===== config.mk =====
export PLATFORM = sky130hd
export DESIGN_NAME = bank_router
export DESIGN_NICKNAME = d
export VERILOG_FILES = /design/src/hdl/cache_pkg.sv /design/src/hdl/bank_router.sv
export SDC_FILE = /design/constraint.sdc
export NUM_CORES = 1
export LEC_CHECK = 0
export ABC_CLOCK_PERIOD_IN_PS = 1500
export BUFFER_PORTS_ARGS = -buffer_cell sky130_fd_sc_hd__buf_2
export CAP_MARGIN = 30
export CORE_AREA = 2 2 298 300
export DETAILED_ROUTE_END_ITERATION = 6
export DIE_AREA = 0 0 300 302
export PLACE_DENSITY = 0.3
export SYNTH_ARGS = -nofsm -noshare
export SYNTH_HDL_FRONTEND = slang
export SYNTH_SLANG_ARGS = --single-unit

===== constraint.sdc =====
create_clock -name clock -period 1.5 [get_ports clock]
set_input_delay 0.3 -clock clock [delete_from_list [all_inputs] [get_ports clock]]
set_output_delay 0.3 -clock clock [all_outputs]
set_load 0.03 [all_outputs]

===== src/hdl/cache_pkg.sv =====
package cache_pkg;

  // CPU and memory word geometry
  localparam int ADDR_WIDTH = 32;
  localparam int WORD_WIDTH = 32;

  // One line is four words, returned to the CPU as a whole
  localparam int LINE_WIDTH  = 128;
  localparam int LINE_WORDS  = LINE_WIDTH / WORD_WIDTH;
  localparam int OFFSET_BITS = 4;

  // Banks interleave on the line number bits just above the offset
  localparam int NBANKS    = 4;
  localparam int BANK_BITS = 2;

  // Line number is the address without its byte offset
  localparam int LINE_NUM_WIDTH = ADDR_WIDTH - OFFSET_BITS;

  // Part of the line number left once the bank bits are taken out
  localparam int KEY_WIDTH = LINE_NUM_WIDTH - BANK_BITS;

  // One address word, read either as a memory line number
  // or as a bank-interleaved key
  typedef union packed {
    struct packed {
      logic [LINE_NUM_WIDTH-1:0] line_num;
      logic [OFFSET_BITS-1:0]    offset;
    } mem_view;
    struct packed {
      // Index and tag are split out of the key inside each bank
      logic [KEY_WIDTH-1:0]   key;
      logic [BANK_BITS-1:0]   bank;
      logic [OFFSET_BITS-1:0] offset;
    } bank_view;
  } cpu_addr_t;

endpackage


===== src/hdl/bank_router.sv =====
`timescale 1ns/1ps

module bank_router (
  input  logic                                                     clock,
  input  logic                                                     reset_n,
  input  cache_pkg::cpu_addr_t                                     cpu_addr,
  input  logic                                                     cpu_rd,
  input  logic [cache_pkg::NBANKS-1:0]                             hit_wait,
  input  logic [cache_pkg::NBANKS-1:0]                             bank_rd_valid,
  input  logic [cache_pkg::NBANKS-1:0][cache_pkg::LINE_WIDTH-1:0]  bank_rd_line,
  output logic                                                     cpu_waitrequest,
  output logic                                                     cpu_rd_valid,
  output logic [cache_pkg::LINE_WIDTH-1:0]                         cpu_rd_line,
  output logic [cache_pkg::NBANKS-1:0]                             lookup_rd,
  output cache_pkg::cpu_addr_t                                     lookup_addr,
  output logic [cache_pkg::NBANKS-1:0]                             prefetch,
  output cache_pkg::cpu_addr_t                                     prefetch_addr
);

  logic [cache_pkg::BANK_BITS-1:0] sel_bank;
  logic [cache_pkg::BANK_BITS-1:0] rd_bank;
  logic                            accept;
  logic                            hint_sent;

  assign sel_bank    = cpu_addr.bank_view.bank;
  assign lookup_addr = cpu_addr;

  always_comb begin
    lookup_rd           = '0;
    lookup_rd[sel_bank] = cpu_rd;
  end

  // Only the addressed bank can stall the CPU
  assign cpu_waitrequest = cpu_rd & hit_wait[sel_bank];
  assign accept          = cpu_rd & ~cpu_waitrequest;

  // Next sequential line always lives in the neighbouring bank
  always_comb begin
    prefetch_addr.mem_view.line_num = cpu_addr.mem_view.line_num + 1'b1;
    prefetch_addr.mem_view.offset   = '0;
  end

  always_comb begin
    prefetch                                  = '0;
    prefetch[prefetch_addr.bank_view.bank]    = cpu_waitrequest & ~hint_sent;
  end

  // A stalled request has already sent its hint
  always_ff @(posedge clock or negedge reset_n) begin
    if (!reset_n) begin
      hint_sent <= 1'b0;
      rd_bank   <= '0;
    end else begin
      hint_sent <= cpu_waitrequest;
      if (accept)
        rd_bank <= sel_bank;
    end
  end

  // Answering bank is the one accepted last cycle
  assign cpu_rd_valid = bank_rd_valid[rd_bank];
  assign cpu_rd_line  = bank_rd_line[rd_bank];

  // Any answer must come from the bank that accepted the read
  a_one_answer: assert property (@(posedge clock) disable iff (!reset_n)
    $onehot0(bank_rd_valid) && (!(|bank_rd_valid) || bank_rd_valid[rd_bank]));

endmodule


==> impl_metrics.json <==
{
  "synth_compound_area_frac": 0.00241,
  "drv_cap": 0,
  "dp_cells": 2244,
  "clk_pin_slew_ns": 0.03,
  "ys_types": 32,
  "netSwitchingPower_uw": 4410,
  "critPathLaunchType": "flop",
  "finalWorstSetupSlack_ns": -0.639,
  "dr.pass1.iters": 4,
  "fin_nets": 1673,
  "cts.path.max_buffers": 2,
  "cellPowerDensity_nw_per_um2": 722,
  "synth_area_leaders": "mux4_2 71%, buf_4 6.5%, xnor2_1 3.6%, xor2_1 1.9%, dfrtp_1 1.8%",
  "combPwrFrac": 0.935,
  "drtIter0Drc": 376,
  "most-common-layout-cells": "635 x buf_2, 130 x mux4_2, 127 x buf_6",
  "die_height_um": 302,
  "cts_buffers": 3,
  "wl_um": 54700,
  "rsz0062_at_grt": "yes",
  "io_pins": 757,
  "synthCells": 299,
  "clock_latency_ns": 0.22,
  "setup_viol": 156,
  "viasPerCell": 3.07,
  "rows": 109,
  "endpoint_kind": "output pin",
  "place_congestion": 0.843,
  "synth_fa_ha_area_frac": 0.0121,
  "fillerInstances": 10100,
  "met3WireLength_um": 7240,
  "wl_met2_um": 25700,
  "status": "finished, violations left",
  "dp_slack_ns": -0.668,
  "crit_path_max_fanout": 17,
  "period_minus_slack_ns": 2.14,
  "netlist_area_um2": 4150,
  "cts_tree": "yes",
  "hold_violations": 0,
  "io_buffers": 744,
  "synth_top_family_by_area": "multiplexers",
  "leakagePower_uw": 0.00525,
  "synthMuxAreaShare": 0.706,
  "synthXorXnorAreaFrac": 0.0549,
  "p_int_uw": 3940,
  "grt_pass1_wl_um": 68300,
  "grt_start_max_net_pins": 19,
  "grt_usage": 0.112,
  "cts_max_level": 1,
  "wl_met1_um": 20900,
  "clkPwrFrac": 0.051,
  "fp.dieArea_um2": 90600,
  "final_core_util": 0.132,
  "ant_nets": 0,
  "antenna_found_initial": 59,
  "fin_crit_sh": 1.43,
  "ys_seq_area_frac": 0.0181,
  "via_count": 7011,
  "hold_class": "in2async",
  "path_class": "reg2out",
  "drive_above_1_share": 0.967,
  "pwr-share-seq": 0.014,
  "grt_pass1_vias": 7385,
  "synth_top_cell_area_share": 0.706,
  "top_layer": "met5",
  "ys_ff_latch": 3,
  "dp_hpwl_um": 51500,
  "cts_root_buf": "clkbuf_16",
  "core-area_um2": 87600,
  "finalNonFillerCells": 2282,
  "grt_overflow": 0,
  "mostFrequentLayoutCell": "buf_2",
  "syn2layout_area_growth_pct": 179,
  "avgSynthCellArea_um2": 13.9,
  "die_w_um": 300,
  "post_drt_wl_per_cell_um": 24.0,
  "ir_drop_uv": 271,
  "p_sw_frac": 0.528,
  "synth_top_cell_by_area": "mux4_2",
  "arrival_ns": 1.84,
  "drv_slew": 0,
  "max_freq_mhz": 467,
  "synth-simple-area-share": 0.103,
  "drc": 0,
  "fin_setup_tns_ns": -80.82,
  "crit_required_ns": 1.20,
  "violations": "negative setup slack",
  "initial_core_util": 0.0474,
  "numClockSinks": 3,
  "yosys_warnings": 0,
  "skew_ns": 0
}
[cells in the mapped netlist (all sizes together)]
| master | number |
|---|---|
| and2 | 10 |
| and3 | 3 |
| and4 | 3 |
| buf | 60 |
| clkbuf | 7 |
| conb | 1 |
| dfrtp | 3 |
| ha | 4 |
| inv | 4 |
| mux4 | 130 |
| nand2 | 12 |
| nand2b | 1 |
| nand3 | 10 |
| nand4 | 9 |
| nor2 | 5 |
| nor2b | 1 |
| nor3 | 4 |
| nor4 | 3 |
| o21ai | 2 |
| or2 | 1 |
| xnor2 | 17 |
| xor2 | 9 |
[power groups by stage]
stage | Sequential [µW] | Combinational [µW] | Clock, µW
after floorplan | 100 | 4360 | 0
after CTS | 117 | 7840 | 439
after detailed placement | 117 | 7180 | 0
after global placement | 118 | 7180 | 0
after global routing | 118 | 8200 | 445
final | 116 | 7800 | 428
[per-layer routing]
metal,global-route usage,vias to the layer above
li1,-,2900
met1,0.133,3381
met2,0.189,569
met3,0.0566,111
met4,0.00952,50
met5,0,-
[worst max-delay path, cell delays in order (launching register included)]
cell     delay [ns]
dfrtp_4        0.43
buf_12         0.18
buf_4          0.18
mux4_2         0.55
buf_4          0.20
[worst paths after layout]
check / start / end / slack (ns) / cells after the start
worst max-delay path: rd_bank[0] / cpu_rd_line[76] / -0.64 / 4
worst min-delay path: reset_n / hint_sent / 0.45 / 2
worst max register to register: rd_bank[0] / rd_bank[0] / 0.57 / 3
worst min register to register: rd_bank[1] / rd_bank[1] / 0.79 / 3
max in group asynchronous: reset_n / rd_bank[0] / 0.93 / 2
min in group clock: cpu_rd / hint_sent / 0.49 / 3
[flip-flops by register name (all words and copies together), names as in the netlist]
name       count
rd_bank        2
hint_sent      1
[layout make-up]
type,instances,area (µm²),share of cell area
clock buffer,4,78.8,0.00682
tap,1165,1460,0.126
timing repair buffer,874,5650,0.489
antenna,4,10.0,0.000866
inverter,4,22.5,0.00195
multi-input combinational,228,4260,0.368
sequential,3,82.6,0.00714
[timing repair]
item                                   4_1_cts  5_1_grt
gates resized for setup                    248       58
setup endpoints to repair                  164      163
endpoints found under the hold margin        3        0
hold buffers                                 1        0
setup buffers                               17       20
pin swaps                                   31       19
[stage by stage]
stage | area, µm² | power, µW | hold slack, ns
floorplan | 4790 | 4460 | 0.00441
global placement | 10200 | 7300 | 0.102
detailed placement | 10200 | 7290 | 0.102
CTS | 11200 | 8390 | 0.465
global route | 11600 | 8760 | 0.467
finish | 11600 | 8350 | 0.450
[cells by family (layout without fill, tap and decap cells)]
group	Yosys count	count (layout)
xor gates and xnor gates	26	26
buffers and inverters	71	882
and+or+nand+nor	62	62
DFF	3	3
adders and majority gates	4	4
other	1	8
muxes	130	130
AOI/OAI and AO/OA	2	2
Power figures use the tool's default switching activity.
