[src/hdl/cache_pkg.sv]
package cache_pkg;

  // CPU and memory word geometry
  localparam int ADDR_WIDTH = 32;
  localparam int WORD_WIDTH = 32;

  // One line is four words, returned to the CPU as a whole
  localparam int LINE_WIDTH  = 128;
  localparam int LINE_WORDS  = LINE_WIDTH / WORD_WIDTH;
  localparam int OFFSET_BITS = 4;

  // Banks interleave on the line number bits just above the offset
  localparam int NBANKS    = 4;
  localparam int BANK_BITS = 2;

  // Line number is the address without its byte offset
  localparam int LINE_NUM_WIDTH = ADDR_WIDTH - OFFSET_BITS;

  // Part of the line number left once the bank bits are taken out
  localparam int KEY_WIDTH = LINE_NUM_WIDTH - BANK_BITS;

  // One address word, read either as a memory line number
  // or as a bank-interleaved key
  typedef union packed {
    struct packed {
      logic [LINE_NUM_WIDTH-1:0] line_num;
      logic [OFFSET_BITS-1:0]    offset;
    } mem_view;
    struct packed {
      // Index and tag are split out of the key inside each bank
      logic [KEY_WIDTH-1:0]   key;
      logic [BANK_BITS-1:0]   bank;
      logic [OFFSET_BITS-1:0] offset;
    } bank_view;
  } cpu_addr_t;

endpackage

[src/hdl/refill_arbiter.sv]
`timescale 1ns/1ps

module refill_arbiter (
  input  logic                                                        clock,
  input  logic                                                        reset_n,
  input  logic [cache_pkg::NBANKS-1:0]                                refill_req,
  input  logic [cache_pkg::NBANKS-1:0][cache_pkg::LINE_NUM_WIDTH-1:0] refill_line,
  input  logic                                                        mem_waitrequest,
  input  logic                                                        mem_rd_valid,
  input  logic [cache_pkg::WORD_WIDTH-1:0]                            mem_rd_data,
  output logic [cache_pkg::NBANKS-1:0]                                refill_valid,
  output logic [cache_pkg::WORD_WIDTH-1:0]                            refill_word,
  output cache_pkg::cpu_addr_t                                        mem_addr,
  output logic                                                        mem_rd
);

  localparam int WORD_BITS = $clog2(cache_pkg::LINE_WORDS);

  logic [cache_pkg::NBANKS-1:0]    grant;
  logic [cache_pkg::BANK_BITS-1:0] rr_ptr;
  logic [cache_pkg::BANK_BITS-1:0] pick;
  logic [cache_pkg::BANK_BITS-1:0] cand;
  logic                            pick_valid;
  logic                            idle;
  logic [WORD_BITS-1:0]            word_count;
  logic                            burst_last;
  logic                            burst_open;

  assign idle = (grant == '0);

  // First requester at or after the round-robin pointer
  always_comb begin
    pick_valid = 1'b0;
    pick       = rr_ptr;
    cand       = rr_ptr;
    for (int i = 0; i < cache_pkg::NBANKS; i++) begin
      cand = rr_ptr + i[cache_pkg::BANK_BITS-1:0];
      if (!pick_valid && refill_req[cand]) begin
        pick_valid = 1'b1;
        pick       = cand;
      end
    end
  end

  assign burst_last = mem_rd_valid & (&word_count);

  // Command taken, words still to come
  assign burst_open = ~idle & ~mem_rd;

  // All banks see the data, only the granted one writes it
  assign refill_valid = grant & {cache_pkg::NBANKS{mem_rd_valid}};
  assign refill_word  = mem_rd_data;

  always_ff @(posedge clock or negedge reset_n) begin
    if (!reset_n) begin
      grant      <= '0;
      rr_ptr     <= '0;
      mem_rd     <= 1'b0;
      word_count <= '0;
    end else if (idle) begin
      if (pick_valid) begin
        grant[pick] <= 1'b1;
        mem_rd      <= 1'b1;
        word_count  <= '0;
        rr_ptr      <= pick + 1'b1;
      end
    end else begin
      if (mem_rd && !mem_waitrequest)
        mem_rd <= 1'b0;
      if (mem_rd_valid) begin
        word_count <= word_count + 1'b1;
        if (burst_last)
          grant <= '0;
      end
    end
  end

  // Burst always starts at offset zero of the line
  always_ff @(posedge clock) begin
    if (idle && pick_valid) begin
      mem_addr.mem_view.line_num <= refill_line[pick];
      mem_addr.mem_view.offset   <= '0;
    end
  end

  // Granted bank keeps requesting for the whole burst
  a_grant_onehot: assert property (@(posedge clock) disable iff (!reset_n)
    $onehot0(grant) && ((grant & ~refill_req) == '0));

  a_data_in_burst: assert property (@(posedge clock) disable iff (!reset_n)
    mem_rd_valid |-> burst_open);

endmodule

[config.mk]
export PLATFORM = sky130hd
export DESIGN_NAME = refill_arbiter
export DESIGN_NICKNAME = d
export VERILOG_FILES = /design/src/hdl/cache_pkg.sv /design/src/hdl/refill_arbiter.sv
export SDC_FILE = /design/constraint.sdc
export NUM_CORES = 1
export LEC_CHECK = 0
export BUFFER_PORTS_ARGS = -buffer_cell sky130_fd_sc_hd__buf_4
export CAP_MARGIN = 40
export CORE_AREA = 5 5 101 103
export DETAILED_ROUTE_END_ITERATION = 16
export DIE_AREA = 0 0 106 108
export HOLD_SLACK_MARGIN = 0.12
export PLACE_DENSITY = 0.6
export SYNTH_ARGS = -nofsm -noshare
export SYNTH_HDL_FRONTEND = slang
export SYNTH_SLANG_ARGS = --single-unit
[constraint.sdc]
create_clock -name clock -period 2.2 [get_ports clock]
set_input_delay 0.22 -clock clock [delete_from_list [all_inputs] [get_ports clock]]
set_output_delay 0.22 -clock clock [all_outputs]
set_load 0.01 [all_outputs]
==> results.json <==
{
  "worst_ep_arrival_time_ns": 2.08,
  "drtIter0Drc": 71,
  "seqCellArea_sq_mm": 0.00107,
  "drc": 0,
  "cp_max_fo": 30,
  "ios": 221,
  "grt_max_degree": 39,
  "power_density_mw_per_mm2": 1100,
  "setup_viol": 0,
  "min_period_ns": 1.90,
  "rows": 35,
  "cts_buffers": 5,
  "coreArea_sq_mm": 0.00911,
  "slowest_delay_ns": 0.43,
  "die_h_um": 108,
  "clkLatencyLatePin_ns": 0.29,
  "yosys_warnings": 0,
  "grt_pass1_vias": 2350,
  "startpoint": "rr_ptr[0]",
  "area_growth_pct": 45.1,
  "netlist_instances": 277,
  "num_vias": 2425,
  "grt_first_pass_wirelength_mm": 12.0,
  "setup_tns_ns": 0,
  "first_pass_iters": 4,
  "outcome": "finished, final reports clean",
  "grtUsageTotal": 0.132,
  "ant_nets": 0,
  "antenna_cells": 0,
  "clockBufferDepth": 2,
  "cts_sinks": 37,
  "r2r_setup_slack_ns": 0.30,
  "drive_gt1_frac": 0.443,
  "fin_skew_ns": 0.0120,
  "rsz0062_at_grt": "false",
  "clk_pin_slew_ns": 0.08,
  "reg2reg_depth": 7,
  "h-tree-depth": 2,
  "worstPathRequired_ns": 2.37,
  "fin_crit_sh": 0.865,
  "worstReg2RegStart": "rr_ptr[0]",
  "vias_per_cell": 4.81,
  "synth.distinct_cells": 29,
  "crit_path_start_kind": "flip-flop",
  "worst-setup-path-type": "reg -> reg",
  "cts-root-buf": "clkbuf_8",
  "netlist_area_sq_mm": 0.00248,
  "hpwl_mm": 6.42,
  "final_hold_viol_count": 0,
  "hold_path.startpoint": "mem_waitrequest",
  "hp-class": "in -> reg",
  "synthFlopType": "edfxtp_1",
  "r2r-end": "rr_ptr[1]",
  "ys_seq_area_frac": 0.430,
  "start_util": 0.272,
  "max_freq_mhz": 525,
  "tritoncts": "done",
  "final_common_cell": "buf_4",
  "critPathSlowestCell": "dfrtp_1",
  "ir_drop_uv": 401,
  "die_area_sq_mm": 0.0114,
  "port_buffers": 152,
  "gr-total-overflow": 0,
  "final_util": 0.395,
  "place.gp.congestion": 0.733,
  "synth.avg_cell_area_sq_um": 8.95,
  "postCtsSetupBuffers": 0,
  "crit_family": "flip-flops",
  "synth-edff-count": 28,
  "synth-async-reset-ratio": 0.243,
  "pre_cts_slack_ns": 0.248,
  "layout_common_cells": "157 x buf_4, 86 x nand2_1, 32 x a21oi_1, 28 x edfxtp_1, 27 x a32oi_1",
  "max_cap_viol_count": 0,
  "routedWlPerCell_um": 16.1,
  "die_w_um": 106,
  "path_buf_inv": 1,
  "synth-seq-cells": 37,
  "power_leakage_nw": 1.62,
  "worst_setup_path_end_kind": "flip-flop",
  "antenna_found_initial": 0,
  "holdPathStages": 3,
  "cts_resized": 0,
  "wl_mm": 8.12,
  "nFillCells": 943,
  "crit_chain": "nor2b_1 -> a2111oi_0 -> or2_2 -> buf_4 -> ha_1 -> nand2_1 -> o21ai_0",
  "fin_nets": 548,
  "slew_viol_final": 0,
  "worst-path-stages": 7,
  "multiInputGateArea_sq_mm": 0.00102,
  "holdPathEnd": "mem_rd",
  "fin_ws_ns": 0.296
}
-- stage by stage --
step | area, sq um | std cells | hold WS, ns | power (mW)
global route | 3600 | 504 | 0.185 | 4.29
global placement | 3480 | 495 | 0.0530 | 3.36
floorplan | 2490 | 280 | -0.0756 | 2.66
finish | 3600 | 504 | 0.173 | 3.95
detailed placement | 3480 | 495 | 0.0553 | 3.43
CTS | 3600 | 504 | 0.163 | 4.03
-- worst reg2reg max path, delay by kind of cell, from the launching register on --
kind,cells,cell delay [ns]
DFF,1,0.43
AOI/OAI and AO/OA,2,0.41
and+or+nand+nor,3,0.34
buffers and inverters,1,0.31
adders and majority gates,1,0.29
-- state kept, by name, summed over array words and instances (netlist names) --
| signal | cells |
|---|---|
| rr_ptr | 2 |
| mem_addr | 28 |
| grant | 4 |
| mem_rd | 1 |
| word_count | 2 |
-- what timing repair did --
item,4_1_cts,5_1_grt
endpoints found under the hold margin,9,0
endpoints found under the setup margin,0,0
hold buffers,1,0
-- layer usage --
| layer | share of wire | vias up | track usage |
|---|---|---|---|
| met5 | 0 | - | 0 |
| met1 | 0.37 | 1116 | 0.148 |
| met3 | 0.082 | 28 | 0.0316 |
| met2 | 0.52 | 110 | 0.241 |
| met4 | 0.022 | 0 | 0.0518 |
| li1 | - | 1171 | - |
-- where the power goes --
part | total (mW) | internal, mW | switching [mW]
Combinational | 2.09 | 0.940 | 1.15
Sequential | 1.28 | 1.16 | 0.117
Clock | 0.585 | 0.335 | 0.249
-- cell families after synthesis --
kind of cell             Yosys count  synth area share
AND/OR/NAND/NOR                  103             0.169
AO/OA/AOI/OAI                     71             0.203
buffers and inverters             60             0.172
flip-flops                        37             0.430
adder cells (fa/ha/maj)            4            0.0202
multiplexers                       1           0.00454
other                              1           0.00151
-- cell type report --
type,instances,area share
repair buffers,161,0.347
flip-flops and latches,37,0.296
multi-input cells,183,0.284
well taps,111,0.0386
clock buffers,6,0.0202
clock inverters,2,0.00939
inverters,4,0.00417
-- synth_stat cells (2+ instances only) --
| cell type | number | area, sq um |
|---|---|---|
| o21ai_0 | 2 | 10.0 |
| a32oi_1 | 27 | 236 |
| clkbuf_1 | 5 | 18.8 |
| nor2b_1 | 2 | 12.5 |
| and2_1 | 5 | 31.3 |
| inv_1 | 3 | 11.3 |
| ha_1 | 4 | 50.1 |
| a22o_1 | 4 | 35.0 |
| buf_2 | 7 | 35.0 |
| a21oi_1 | 33 | 165 |
| edfxtp_1 | 28 | 841 |
| buf_4 | 37 | 278 |
| dfrtp_1 | 9 | 225 |
| nor2_1 | 5 | 18.8 |
| buf_6 | 7 | 78.8 |
| nand2_1 | 86 | 323 |
-- how the worst max path moves through the flow --
stage | to | slack (ns)
final | rr_ptr[1] | 0.30
after global routing | rr_ptr[1] | 0.07
after CTS | mem_addr[13] | 0.27
after detailed placement | rr_ptr[1] | 0.25
after global placement | rr_ptr[1] | 0.27
after floorplan | mem_addr[10] | 0.28
No activity file was read; power rests on OpenSTA's default activity.
